$ cat src/common/eth_rx_pkg.sv
package eth_rx_pkg;

    typedef logic [7:0]  byte_t;
    typedef logic [31:0] crc_t;
    typedef logic [15:0] count_t;

    typedef struct packed {
        logic  boundary;
        byte_t data;
    } rx_symbol_t;

    typedef struct packed {
        logic  last;
        byte_t data;
    } out_symbol_t;

    typedef enum logic [1:0] {
        SPEED_10M  = 2'd0,
        SPEED_100M = 2'd1,
        SPEED_1G   = 2'd2
    } speed_code_t;

    // Receive slots
    localparam int NUM_SLOTS        = 2;
    localparam int SLOT_INDEX_WIDTH = (NUM_SLOTS > 1) ? $clog2(NUM_SLOTS) : 1;
    localparam int SLOT_DEPTH       = 64;
    // Room for the FCS bytes, stripped on commit
    localparam int SLOT_MEM_DEPTH   = SLOT_DEPTH + 4;
    localparam int SLOT_ADDR_WIDTH  = $clog2(SLOT_MEM_DEPTH + 1);

    typedef logic [NUM_SLOTS-1:0]        slot_mask_t;
    typedef logic [SLOT_INDEX_WIDTH-1:0] slot_index_t;
    typedef logic [SLOT_ADDR_WIDTH-1:0]  slot_addr_t;

    // Idle cycles inside a frame before it is cut off
    localparam int TIMEOUT_10M   = 40;
    localparam int TIMEOUT_100M  = 4;
    localparam int TIMEOUT_1G    = 1;
    localparam int TIMEOUT_WIDTH = $clog2(TIMEOUT_10M + 1);

    typedef logic [TIMEOUT_WIDTH-1:0] idle_count_t;

    // 04C11DB7, bit reversed for the LSB-first update
    localparam crc_t CRC_POLY_REFLECTED = 32'hEDB8_8320;
    localparam crc_t CRC_INIT           = 32'hFFFF_FFFF;

endpackage

$ cat src/ethernet_packet_parser/ethernet_packet_parser.sv
module ethernet_packet_parser import eth_rx_pkg::*; (
    input  logic        clock,
    input  logic        reset_n,
    input  rx_symbol_t  rx_symbol,
    input  logic        rx_valid,
    output logic        rx_ready,
    input  speed_code_t speed_code,
    input  slot_mask_t  slot_free,
    output byte_t       slot_data,
    output slot_mask_t  slot_write,
    output slot_mask_t  frame_good,
    output slot_mask_t  frame_bad,
    output byte_t       crc_data,
    output logic        crc_data_valid,
    output logic        crc_data_last,
    input  crc_t        crc_result,
    input  logic        crc_result_valid,
    output logic        good_pulse,
    output logic        bad_pulse,
    output logic        frame_dropped
);

    typedef enum logic [2:0] {
        S_IDLE,
        S_PARSE,
        S_CHECK,
        S_DROP,
        S_RESTART
    } parser_state_t;

    parser_state_t state;
    slot_index_t   slot_sel;
    slot_index_t   free_slot;
    idle_count_t   idle_count;
    idle_count_t   idle_limit;
    logic [2:0]    fill_count;
    logic          timed_out;
    logic          accepting;
    logic          accept;

    // Last four bytes seen; holds the FCS once the frame has ended
    byte_t [3:0]   fcs_line;

    //////////////////////////////
    // Handshake and timeout
    //////////////////////////////

    always_comb begin
        case (speed_code)
            SPEED_10M:  idle_limit = idle_count_t'(TIMEOUT_10M);
            SPEED_100M: idle_limit = idle_count_t'(TIMEOUT_100M);
            default:    idle_limit = idle_count_t'(TIMEOUT_1G);
        endcase
    end

    assign timed_out = (state == S_PARSE) && (idle_count >= idle_limit);

    always_comb begin
        case (state)
            S_IDLE,
            S_DROP:  accepting = 1'b1;
            S_PARSE: accepting = !timed_out;
            default: accepting = 1'b0;
        endcase
    end

    assign rx_ready = rx_valid && accepting;
    assign accept   = rx_ready;

    // Highest-numbered free slot wins
    always_comb begin
        free_slot = '0;
        for (int k = 0; k < NUM_SLOTS; k++) begin
            if (slot_free[k]) begin
                free_slot = slot_index_t'(k);
            end
        end
    end

    // Oldest byte goes to the CRC once four newer ones are held back
    assign crc_data       = fcs_line[3];
    assign crc_data_valid = accept && (state == S_PARSE) && (fill_count == 3'd4);

    assign good_pulse = |frame_good;
    assign bad_pulse  = |frame_bad;

    always_ff @(posedge clock) begin
        if (accept) begin
            fcs_line  <= {fcs_line[2:0], rx_symbol.data};
            slot_data <= rx_symbol.data;
        end
    end

    //////////////////////////////
    // Frame FSM
    //////////////////////////////

    always_ff @(posedge clock or negedge reset_n) begin
        if (!reset_n) begin
            state         <= S_IDLE;
            slot_sel      <= '0;
            idle_count    <= '0;
            fill_count    <= '0;
            slot_write    <= '0;
            frame_good    <= '0;
            frame_bad     <= '0;
            crc_data_last <= 1'b0;
            frame_dropped <= 1'b0;
        end else begin
            slot_write    <= '0;
            frame_good    <= '0;
            frame_bad     <= '0;
            crc_data_last <= 1'b0;
            frame_dropped <= 1'b0;

            case (state)
                S_IDLE: begin
                    idle_count <= '0;
                    if (accept && rx_symbol.boundary) begin
                        if (|slot_free) begin
                            slot_sel   <= free_slot;
                            slot_write <= slot_mask_t'(1) << free_slot;
                            fill_count <= 3'd1;
                            state      <= S_PARSE;
                        end else begin
                            state <= S_DROP;
                        end
                    end
                end
                S_PARSE: begin
                    if (timed_out) begin
                        crc_data_last <= 1'b1;
                        state         <= S_CHECK;
                    end else if (accept) begin
                        idle_count <= '0;
                        slot_write <= slot_mask_t'(1) << slot_sel;
                        if (fill_count != 3'd4) begin
                            fill_count <= fill_count + 3'd1;
                        end
                        if (rx_symbol.boundary) begin
                            crc_data_last <= 1'b1;
                            state         <= S_CHECK;
                        end
                    end else begin
                        idle_count <= idle_count + 1'b1;
                    end
                end
                S_CHECK: begin
                    // Leave one cycle after the verdict so slot_free has settled
                    if (good_pulse || bad_pulse) begin
                        state <= S_IDLE;
                    end else if (crc_result_valid) begin
                        if (crc_result == crc_t'(fcs_line)) begin
                            frame_good <= slot_mask_t'(1) << slot_sel;
                        end else begin
                            frame_bad <= slot_mask_t'(1) << slot_sel;
                        end
                    end
                end
                S_DROP: begin
                    if (accept && rx_symbol.boundary) begin
                        frame_dropped <= 1'b1;
                        state         <= S_RESTART;
                    end
                end
                S_RESTART: begin
                    state <= S_IDLE;
                end
                default: begin
                    state <= S_IDLE;
                end
            endcase
        end
    end

    // One verdict at a time and only for a slot that holds the frame
    verdict_exclusive: assert property (@(posedge clock) disable iff (!reset_n)
        $onehot0({frame_good, frame_bad}) && (((frame_good | frame_bad) & slot_free) == '0));

endmodule

$ cat src/logic/crc32_engine.sv
module crc32_engine import eth_rx_pkg::*; (
    input  logic  clock,
    input  logic  reset_n,
    input  byte_t crc_data,
    input  logic  crc_data_valid,
    input  logic  crc_data_last,
    output crc_t  crc_result,
    output logic  crc_result_valid
);

    crc_t crc_state;
    crc_t crc_final;

    // One byte, LSB first
    function automatic crc_t crc_update(crc_t crc, byte_t value);
        crc_t next;
        next = crc ^ {24'h0, value};
        for (int b = 0; b < 8; b++) begin
            next = next[0] ? ((next >> 1) ^ CRC_POLY_REFLECTED) : (next >> 1);
        end
        return next;
    endfunction

    assign crc_final = ~crc_state;

    always_ff @(posedge clock or negedge reset_n) begin
        if (!reset_n) begin
            crc_state        <= CRC_INIT;
            crc_result_valid <= 1'b0;
        end else begin
            crc_result_valid <= crc_data_last;
            if (crc_data_last) begin
                crc_state <= CRC_INIT;
            end else if (crc_data_valid) begin
                crc_state <= crc_update(crc_state, crc_data);
            end
        end
    end

    // Wire order: low byte is sent first and lands in 31:24
    always_ff @(posedge clock) begin
        if (crc_data_last) begin
            crc_result <= {crc_final[7:0], crc_final[15:8], crc_final[23:16], crc_final[31:24]};
        end
    end

    valid_not_with_last: assert property (@(posedge clock) disable iff (!reset_n)
        !(crc_data_valid && crc_data_last));

endmodule

$ cat src/logic/ethernet_receive_top.sv
module ethernet_receive_top import eth_rx_pkg::*; (
    input  logic        clock,
    input  logic        reset_n,
    input  rx_symbol_t  rx_symbol,
    input  logic        rx_valid,
    output logic        rx_ready,
    input  speed_code_t speed_code,
    output out_symbol_t out_symbol [NUM_SLOTS],
    output slot_mask_t  out_valid,
    input  slot_mask_t  out_ready,
    output count_t      good_count,
    output count_t      bad_count,
    output count_t      dropped_count
);

    slot_mask_t slot_free;
    slot_mask_t slot_write;
    slot_mask_t frame_good;
    slot_mask_t frame_bad;
    byte_t      slot_data;
    byte_t      crc_data;
    logic       crc_data_valid;
    logic       crc_data_last;
    crc_t       crc_result;
    logic       crc_result_valid;
    logic       good_pulse;
    logic       bad_pulse;
    logic       frame_dropped;

    ethernet_packet_parser u_parser (
        .clock            (clock),
        .reset_n          (reset_n),
        .rx_symbol        (rx_symbol),
        .rx_valid         (rx_valid),
        .rx_ready         (rx_ready),
        .speed_code       (speed_code),
        .slot_free        (slot_free),
        .slot_data        (slot_data),
        .slot_write       (slot_write),
        .frame_good       (frame_good),
        .frame_bad        (frame_bad),
        .crc_data         (crc_data),
        .crc_data_valid   (crc_data_valid),
        .crc_data_last    (crc_data_last),
        .crc_result       (crc_result),
        .crc_result_valid (crc_result_valid),
        .good_pulse       (good_pulse),
        .bad_pulse        (bad_pulse),
        .frame_dropped    (frame_dropped)
    );

    crc32_engine u_crc (
        .clock            (clock),
        .reset_n          (reset_n),
        .crc_data         (crc_data),
        .crc_data_valid   (crc_data_valid),
        .crc_data_last    (crc_data_last),
        .crc_result       (crc_result),
        .crc_result_valid (crc_result_valid)
    );

    for (genvar k = 0; k < NUM_SLOTS; k++) begin : g_slot
        receive_slot_buffer u_slot (
            .clock      (clock),
            .reset_n    (reset_n),
            .slot_data  (slot_data),
            .write      (slot_write[k]),
            .good       (frame_good[k]),
            .bad        (frame_bad[k]),
            .slot_free  (slot_free[k]),
            .out_symbol (out_symbol[k]),
            .out_valid  (out_valid[k]),
            .out_ready  (out_ready[k])
        );
    end

    receive_statistics u_stats (
        .clock         (clock),
        .reset_n       (reset_n),
        .good_pulse    (good_pulse),
        .bad_pulse     (bad_pulse),
        .frame_dropped (frame_dropped),
        .good_count    (good_count),
        .bad_count     (bad_count),
        .dropped_count (dropped_count)
    );

endmodule

$ cat src/logic/receive_slot_buffer.sv
module receive_slot_buffer import eth_rx_pkg::*; (
    input  logic        clock,
    input  logic        reset_n,
    input  byte_t       slot_data,
    input  logic        write,
    input  logic        good,
    input  logic        bad,
    output logic        slot_free,
    output out_symbol_t out_symbol,
    output logic        out_valid,
    input  logic        out_ready
);

    byte_t      mem [SLOT_MEM_DEPTH];
    slot_addr_t wr_ptr;
    slot_addr_t rd_ptr;
    slot_addr_t frame_len;
    logic       at_last;

    always_ff @(posedge clock) begin
        if (write) begin
            mem[wr_ptr] <= slot_data;
        end
    end

    assign at_last = (rd_ptr == frame_len - slot_addr_t'(1));

    assign out_symbol.data = mem[rd_ptr];
    assign out_symbol.last = at_last;

    //////////////////////////////
    // Fill, commit and drain
    //////////////////////////////

    always_ff @(posedge clock or negedge reset_n) begin
        if (!reset_n) begin
            wr_ptr    <= '0;
            rd_ptr    <= '0;
            frame_len <= '0;
            out_valid <= 1'b0;
            slot_free <= 1'b1;
        end else begin
            if (write) begin
                wr_ptr    <= wr_ptr + 1'b1;
                slot_free <= 1'b0;
            end

            // FCS bytes are in memory but never read back
            if (good) begin
                frame_len <= wr_ptr - slot_addr_t'(4);
                rd_ptr    <= '0;
                out_valid <= 1'b1;
            end

            if (bad) begin
                wr_ptr    <= '0;
                slot_free <= 1'b1;
            end

            if (out_valid && out_ready) begin
                if (at_last) begin
                    out_valid <= 1'b0;
                    wr_ptr    <= '0;
                    slot_free <= 1'b1;
                end else begin
                    rd_ptr <= rd_ptr + 1'b1;
                end
            end
        end
    end

    // Frames longer than SLOT_DEPTH payload bytes are not supported
    no_write_when_full: assert property (@(posedge clock) disable iff (!reset_n)
        write |-> (wr_ptr < SLOT_MEM_DEPTH));

endmodule

$ cat src/logic/receive_statistics.sv
module receive_statistics import eth_rx_pkg::*; (
    input  logic   clock,
    input  logic   reset_n,
    input  logic   good_pulse,
    input  logic   bad_pulse,
    input  logic   frame_dropped,
    output count_t good_count,
    output count_t bad_count,
    output count_t dropped_count
);

    // Sticks at all ones
    function automatic count_t bump(count_t value, logic hit);
        return (hit && (value != '1)) ? count_t'(value + 1'b1) : value;
    endfunction

    always_ff @(posedge clock or negedge reset_n) begin
        if (!reset_n) begin
            good_count    <= '0;
            bad_count     <= '0;
            dropped_count <= '0;
        end else begin
            good_count    <= bump(good_count, good_pulse);
            bad_count     <= bump(bad_count, bad_pulse);
            dropped_count <= bump(dropped_count, frame_dropped);
        end
    end

endmodule

$ cat config.mk
export PLATFORM = sky130hd
export DESIGN_NAME = ethernet_receive_top
export DESIGN_NICKNAME = d
export VERILOG_FILES = /design/src/common/eth_rx_pkg.sv /design/src/ethernet_packet_parser/ethernet_packet_parser.sv /design/src/logic/crc32_engine.sv /design/src/logic/ethernet_receive_top.sv /design/src/logic/receive_slot_buffer.sv /design/src/logic/receive_statistics.sv
export SDC_FILE = /design/constraint.sdc
export NUM_CORES = 2
export LEC_CHECK = 0
export BUFFER_PORTS_ARGS = -buffer_cell sky130_fd_sc_hd__buf_2
export CAP_MARGIN = 20
export CORE_ASPECT_RATIO = 0.9
export CORE_MARGIN = 3
export CORE_UTILIZATION = 50
export DETAILED_ROUTE_END_ITERATION = 10
export GPL_ROUTABILITY_DRIVEN = 1
export PLACE_DENSITY = 0.66
export SLEW_MARGIN = 10
export SYNTH_ARGS = -nofsm -noshare
export SYNTH_HDL_FRONTEND = slang
export SYNTH_SLANG_ARGS = --single-unit
$ cat constraint.sdc
create_clock -name clock -period 9.9 [get_ports clock]
set_clock_uncertainty 0.05 [all_clocks]
set_input_delay 0.99 -clock clock [delete_from_list [all_inputs] [get_ports clock]]
set_output_delay 0.99 -clock clock [all_outputs]
set_load 0.02 [all_outputs]
# Yosys cells after proc, flatten, opt, wreduce, memory -nomap -nowiden
# Memory sizes are Yosys's and may differ from the RTL's.
# Cells that the tools add are included.
[totals]
mem_count = 2
regBits = 212
inputBits = 16
mem_bits_rw = 1088
[op_classes]
add_sub_neg = 13
n_shift = 2
eq_ne = 21
n_mux = 81
bitwise_logic = 10
reduce_logical = 24
order_cmp = 1
[memory_table]
columns = ["name", "depth", "word_bits", "read_ports", "rd_ports_with_merged_regs", "write_ports", "line", "rtl"]
rows = [
  ["g_slot[0].u_slot.mem", 68, 8, 1, 0, 1, "receive_slot_buffer.sv:14", "byte_t mem [SLOT_MEM_DEPTH];"],
  ["g_slot[1].u_slot.mem", 68, 8, 1, 0, 1, "receive_slot_buffer.sv:14", ""],
]
[ops]
columns = ["op", "count"]
rows = [
  ["32-bit 2-to-1 mux", 10],
  ["13-bit inverter with 14-bit output", 8],
  ["7-bit 2-to-1 mux", 14],
  ["16-bit by 1-bit adder with 16-bit output (second input constant)", 3],
  ["16-bit inequality test (second input constant)", 3],
  ["3-bit 2-to-1 mux", 11],
  ["32-bit equality test", 1],
  ["32-bit inverter", 1],
  ["32-bit by 8-bit XOR with 32-bit output", 1],
  ["7-bit by 1-bit adder with 7-bit output (second input constant)", 4],
  ["2-bit 2-to-1 mux", 13],
  ["1-bit 2-to-1 mux", 25],
  ["6-bit case mux with 2 select lines", 2],
  ["7-bit equality test", 2],
  ["7-bit by 1-bit subtractor with 7-bit output (second input constant)", 2],
  ["7-bit by 3-bit subtractor with 7-bit output (second input constant)", 2],
  ["6-bit 2-to-1 mux", 2],
  ["3-bit case mux with 4 select lines", 1],
  ["1-bit logical AND", 10],
  ["2-bit by 1-bit inequality test with 1-bit output (second input constant)", 5],
  ["2-bit OR reduction", 4],
  ["6-bit by 1-bit adder with 6-bit output (second input constant)", 1],
  ["3-bit by 2-bit equality test with 1-bit output (second input constant)", 2],
  ["6-bit >= comparator", 1],
  ["other kinds (21)", 24],
]

# Depth between registers and ports, before layout
[logic_depth]
ltp_word = 19
depth_mapped = 10
depth_no_buf = 8

# Cells and area by module
# Synthesis repeated with hierarchy kept, for this count alone.
[hier_totals]
cells_unflattened = 3114
area_unflattened_um2 = 53472.5
[by_module_without_submodules]
columns = ["mod", "n_inst", "cells_each", "area_per_inst_um2"]
rows = [
  ["receive_slot_buffer (g_slot[0].u_slot)", 1, 1229, 22711.8],
  ["receive_slot_buffer (g_slot[1].u_slot)", 1, 1206, 22648.0],
  ["crc32_engine", 1, 241, 3090.5],
  ["ethernet_packet_parser", 1, 220, 2645.0],
  ["receive_statistics", 1, 218, 2377.3],
]

# Least setup slack after synthesis
# Ideal clock, no wire load.
[synth_path]
path_kind = "input to output"
from = "input port speed_code[1]"
to = "output port rx_ready"
t_arrival_ns = 6.524
path_stages = 8
path_slack_ns = 2.336
path_buffers = 1
cell_sequence = "clkbuf_1 -> ha_1 -> or3b_1 -> a21o_1 -> a211o_1 -> a21oi_1 -> nor2_1 -> nor4b_1"
[synth_between]
elab_chain_cells = 7
elab_cells_between_ends = 8
[synth_rtl]
columns = ["element", "line", "rtl"]
rows = [
  ["start: declaration", "ethernet_receive_top.sv:7", "input speed_code_t speed_code,"],
  ["2-bit by 1-bit equality test with 1-bit output or 2-bit zero test (tied branches)", "ethernet_packet_parser.sv:49", "case (speed_code)"],
  ["6-bit case mux with 2 select lines (*)", "ethernet_packet_parser.sv:49", ""],
  ["6-bit >= comparator (*)", "ethernet_packet_parser.sv:56", "assign timed_out = (state == S_PARSE) && (idle_count >= idle_limit);"],
  ["1-bit logical AND (*)", "ethernet_packet_parser.sv:56", ""],
  ["1-bit zero test (*)", "ethernet_packet_parser.sv:62", "S_PARSE: accepting = !timed_out;"],
  ["1-bit case mux with 2 select lines (*)", "ethernet_packet_parser.sv:59", "case (state)"],
  ["1-bit logical AND (*)", "ethernet_packet_parser.sv:67", "assign rx_ready = rx_valid && accepting;"],
  ["end: declaration", "ethernet_receive_top.sv:6", "output logic rx_ready,"],
]
# Mark *: on every way between the ends. The rest lies on a longest branch, timed or not.

==> impl_metrics.env <==
export IMPL_clk_latency_ps=730
export IMPL_synth_area_leaders="edfxtp_1 (66%), mux4_2 (13%), dfrtp_1 (5.4%)"
export IMPL_globalRoute_totalOverflow=0
export IMPL_wire_per_inst_microns=26.3
export IMPL_worst_ir_drop_vdd_uv=163
export IMPL_grt_first_pass_wirelength_microns=178000
export IMPL_initial_antenna_violation_count=2
export IMPL_synth_adder_area_share=0.00476
export IMPL_detailedPlace_worstSlack_ps=4780
export IMPL_crit_reg2reg_launch="g_slot[1].u_slot.rd_ptr[0]$_DFF_PN0_"
export IMPL_rr_endpoint="g_slot[1].u_slot.rd_ptr[1]$_DFF_PN0_"
export IMPL_totalPowerFinal_mw=14.6
export IMPL_ctsResizeCount=0
export IMPL_fin_ws_ps=4130
export IMPL_clk_path_buf_depth=3
export IMPL_drive_gt1_frac=0.224
export IMPL_vias=27000
export IMPL_period_share=0.583
export IMPL_cpLargestDelayFamily="buffers and inverters"
export IMPL_netSwitchingFraction=0.286
export IMPL_clk_root_buffer_cell="clkbuf_16"
export IMPL_status="finished, final reports clean"
export IMPL_grt_use_total=0.217
export IMPL_critical_path_endpoint_type="output port"
export IMPL_pwr_density_cell_mw_per_mm2=249
export IMPL_worst_path_buf_inv=3
export IMPL_die_width_microns=348
export IMPL_post_dp_hpwl_microns=70600
export IMPL_power_internal_mw=10.4
export IMPL_slew_headroom=0.244
export IMPL_syn_nets=2870
export IMPL_finalSetupViolations=0
export IMPL_max_slew_worst_pin_slew_ps=1120
export IMPL_synth_top_family_by_area="multiplexers"
export IMPL_number_of_global_route_vias_before_repair=27900
export IMPL_cts_sinks=1300
export IMPL_critical_path_slowest_cell="dfrtp_4"
export IMPL_syn_area_per_cell_sq_um=18.5
export IMPL_drc_errors=0
export IMPL_path_clk_slew_ps=60
export IMPL_drt_first_iter_violations=3017
export IMPL_tritoncts="done"
export IMPL_final_nets=2992
export IMPL_ys_flop_type="edfxtp_1"
export IMPL_area_growth_synth_to_final_pct=11.7
export IMPL_initial_core_utilization=0.506
export IMPL_required_ps=8860
export IMPL_cts_setup_buffers=0
export IMPL_post_synthesis_cell_area_sq_mm=0.0526
export IMPL_drt_pass1_iterations=5
export IMPL_synth_async_sr_flop_share=0.114
export IMPL_finalWorstPathRequiredPeriod_ps=5770
export IMPL_mapped_cells=2834
export IMPL_start_kind="flop"
export IMPL_synth_lib_cells_used_distinct=70
export IMPL_synth_compound_area_frac=0.0290
export IMPL_r2r_slack_ps=6370
export IMPL_row_count=112
export IMPL_sequential_cell_area_fraction_in_the_yosys_report=0.729
export IMPL_gp_congestion=0.834
export IMPL_slowest_delay_ps=940
export IMPL_rsz0062_at_grt="false"
export IMPL_r2r_worst_path_cells=7
export IMPL_netlist_area_leader_share=0.658
export IMPL_synth_xor_area_share=0.0300
export IMPL_power_share_sequential=0.462
export IMPL_core_area_sq_mm=0.104
export IMPL_io_buffers=84
export IMPL_arrival_time_worst_endpoint_ps=4730
export IMPL_grt_max_degree=111
export IMPL_post_cts_hold_buffer_count=0
export IMPL_fp_dieH_microns=314
export IMPL_ctsHtreeMaxLevel=4
export IMPL_cts_bufs_inserted=132
export IMPL_route_antenna_remaining_nets=0
export IMPL_cellLeakagePower_nw=19.4
export IMPL_dieArea_sq_mm=0.109
export IMPL_post_synth_top_area_cell="edfxtp_1"
export IMPL_route_detailed_vias_per_inst=6.09
export IMPL_totalWireLength_microns=117000
export IMPL_synth_simple_area_share=0.0456
export IMPL_synth_mux_area_fraction=0.145
export IMPL_synthesis_yosys_warnings=0
export IMPL_worstPathCellList="buf_4 -> buf_4 -> mux4_2 -> mux4_2 -> a211oi_1 -> a21oi_1 -> buf_2"
export IMPL_p_comb_frac=0.204
export IMPL_worstHoldPathType="in2async"
export IMPL_path_max_fanout=39
export IMPL_synth_seq_cells=1300
export IMPL_clkPwrFrac=0.334
export IMPL_fin_setup_tns_ps=0
export IMPL_fmax_ghz=0.173
export IMPL_timing_max_transition_violations_final=0
export IMPL_cap_violations=0
export IMPL_insertedDiodeCount=0
export IMPL_finalHoldViolations=0
export IMPL_net_switching_power_mw=4.17
export IMPL_path_class="reg2out"
export IMPL_synth_edff_count=1152
export IMPL_num_io_pins=85
==> routing by layer <==
metal | part of all wire | up-vias | global-route usage
met3 | 0.074 | 191 | 0.0427
met5 | 0.00021 | - | 0
met2 | 0.47 | 1070 | 0.333
met4 | 0.022 | 4 | 0.0614
li1 | - | 11500 | -
met1 | 0.43 | 14200 | 0.322
==> cell usage in the layout, fill, tap and decap left out, types with 11 or more instances in the layout <==
master and instances:
dfrtp_1 108, a31oi_1 11, inv_1 63, nand4_1 33, nor2b_1 17, buf_2 83
nand2_1 92, buf_4 38, mux2i_1 68, mux2_2 14, dfstp_2 34, xnor2_1 140
clkinv_1 22, clkinv_2 24, nand2b_1 12, nor3_1 18, a21oi_1 43, clkbuf_1 24
ha_1 20, o211ai_1 52, edfxtp_1 1152, o21ai_0 60, nand3_1 57, clkbuf_16 137
mux4_2 302, xor2_1 35, bufinv_16 11, nor2_1 232
==> worst reg2reg max path: cells and delay by family, from the launching register on <==
kind            cells  cell delay (ps)
compound gates      2              630
simple gates        2              480
mux                 1              400
buf+inv             1              680
xor+xnor            1              320
flops               1              870
==> flip-flops by register name, indices dropped and copies added, names as in the netlist, 14 cells and up <==
signal / count
g_slot.u_slot.frame_len: 14
g_slot.u_slot.mem: 1088
g_slot.u_slot.rd_ptr: 14
g_slot.u_slot.wr_ptr: 14
u_crc.crc_result: 32
u_crc.crc_state: 32
u_parser.fcs_line: 16
u_stats.bad_count: 16
u_stats.dropped_count: 16
u_stats.good_count: 16
==> synth_stat cells (5+ instances only) <==
master and count:
dfrtp_1 114, or3_1 8, buf_1 21, mux2_2 14, o221ai_1 7, a31oi_1 11, nand4_1 33, nand2_1 92
nand2b_1 12, a2bb2oi_1 6, a22oi_1 6, and3_1 7, nor3_1 18, nor4_1 10, clkbuf_1 68, a211oi_1 7
o31ai_1 5, ha_1 20, a21oi_1 43, inv_1 63, xor2_1 35, dfstp_2 34, o211ai_1 52, o21ai_0 60
xnor2_1 140, nand3b_1 6, nand3_1 57, or2_2 5, mux4_2 302, buf_2 40, nor2b_1 17, nor2_1 232
mux2i_1 68, edfxtp_1 1152
==> per-stage QoR <==
stage | utilization | std cells | cell area, sq um | hold slack, ps
2_1_floorplan | - | 2834 | 52600 | 398
3_3_place_gp | 0.523 | 4187 | 54400 | 405
3_5_place_dp | 0.523 | 4187 | 54400 | 411
4_1_cts | 0.564 | 4425 | 58700 | 321
5_1_grt | 0.565 | 4428 | 58700 | 354
6_report | 0.565 | 4428 | 58700 | 312
==> power groups by stage <==
stage | logic (mW) | registers (mW) | clock network, mW
global route | 3.18 | 6.78 | 5.20
CTS | 3.00 | 6.75 | 4.97
detailed placement | 2.98 | 6.86 | 0
global placement | 2.92 | 6.84 | 0
floorplan | 2.08 | 6.75 | 0
finish | 2.98 | 6.75 | 4.88
==> kinds of logic after synthesis <==
group,Yosys count
AO/OA/AOI/OAI,233
AND/OR/NAND/NOR,520
adder cells (fa/ha/maj),20
buffers and inverters,200
multiplexers,384
flip-flops,1300
XOR/XNOR,177
==> worst max-delay path by stage <==
stage	startpoint	to	slack, ps	depth (start not counted)
after CTS	g_slot[0].u_slot.rd_ptr[0]$_DFF_PN0_	out_symbol[16]	3950	7
after global routing	g_slot[0].u_slot.rd_ptr[0]$_DFF_PN0_	out_symbol[16]	3710	7
after floorplan	speed_code[1]	rx_ready	2340	8
after detailed placement	g_slot[0].u_slot.rd_ptr[0]$_DFF_PN0_	out_symbol[16]	4780	7
final	g_slot[0].u_slot.rd_ptr[0]$_DFF_PN0_	out_symbol[16]	4130	7
after global placement	g_slot[0].u_slot.rd_ptr[0]$_DFF_PN0_	out_symbol[16]	4800	7
==> final cells by class <==
class	count	area, sq um
Fill cell	7711	45300
Sequential cell	1300	38400
Multi-Input combinational cell	1334	13400
Clock buffer	161	3520
Tap cell	1368	1710
Timing Repair Buffer	124	739
Clock inverter	77	727
Inverter	64	240
Power figures use the tool's default switching activity.
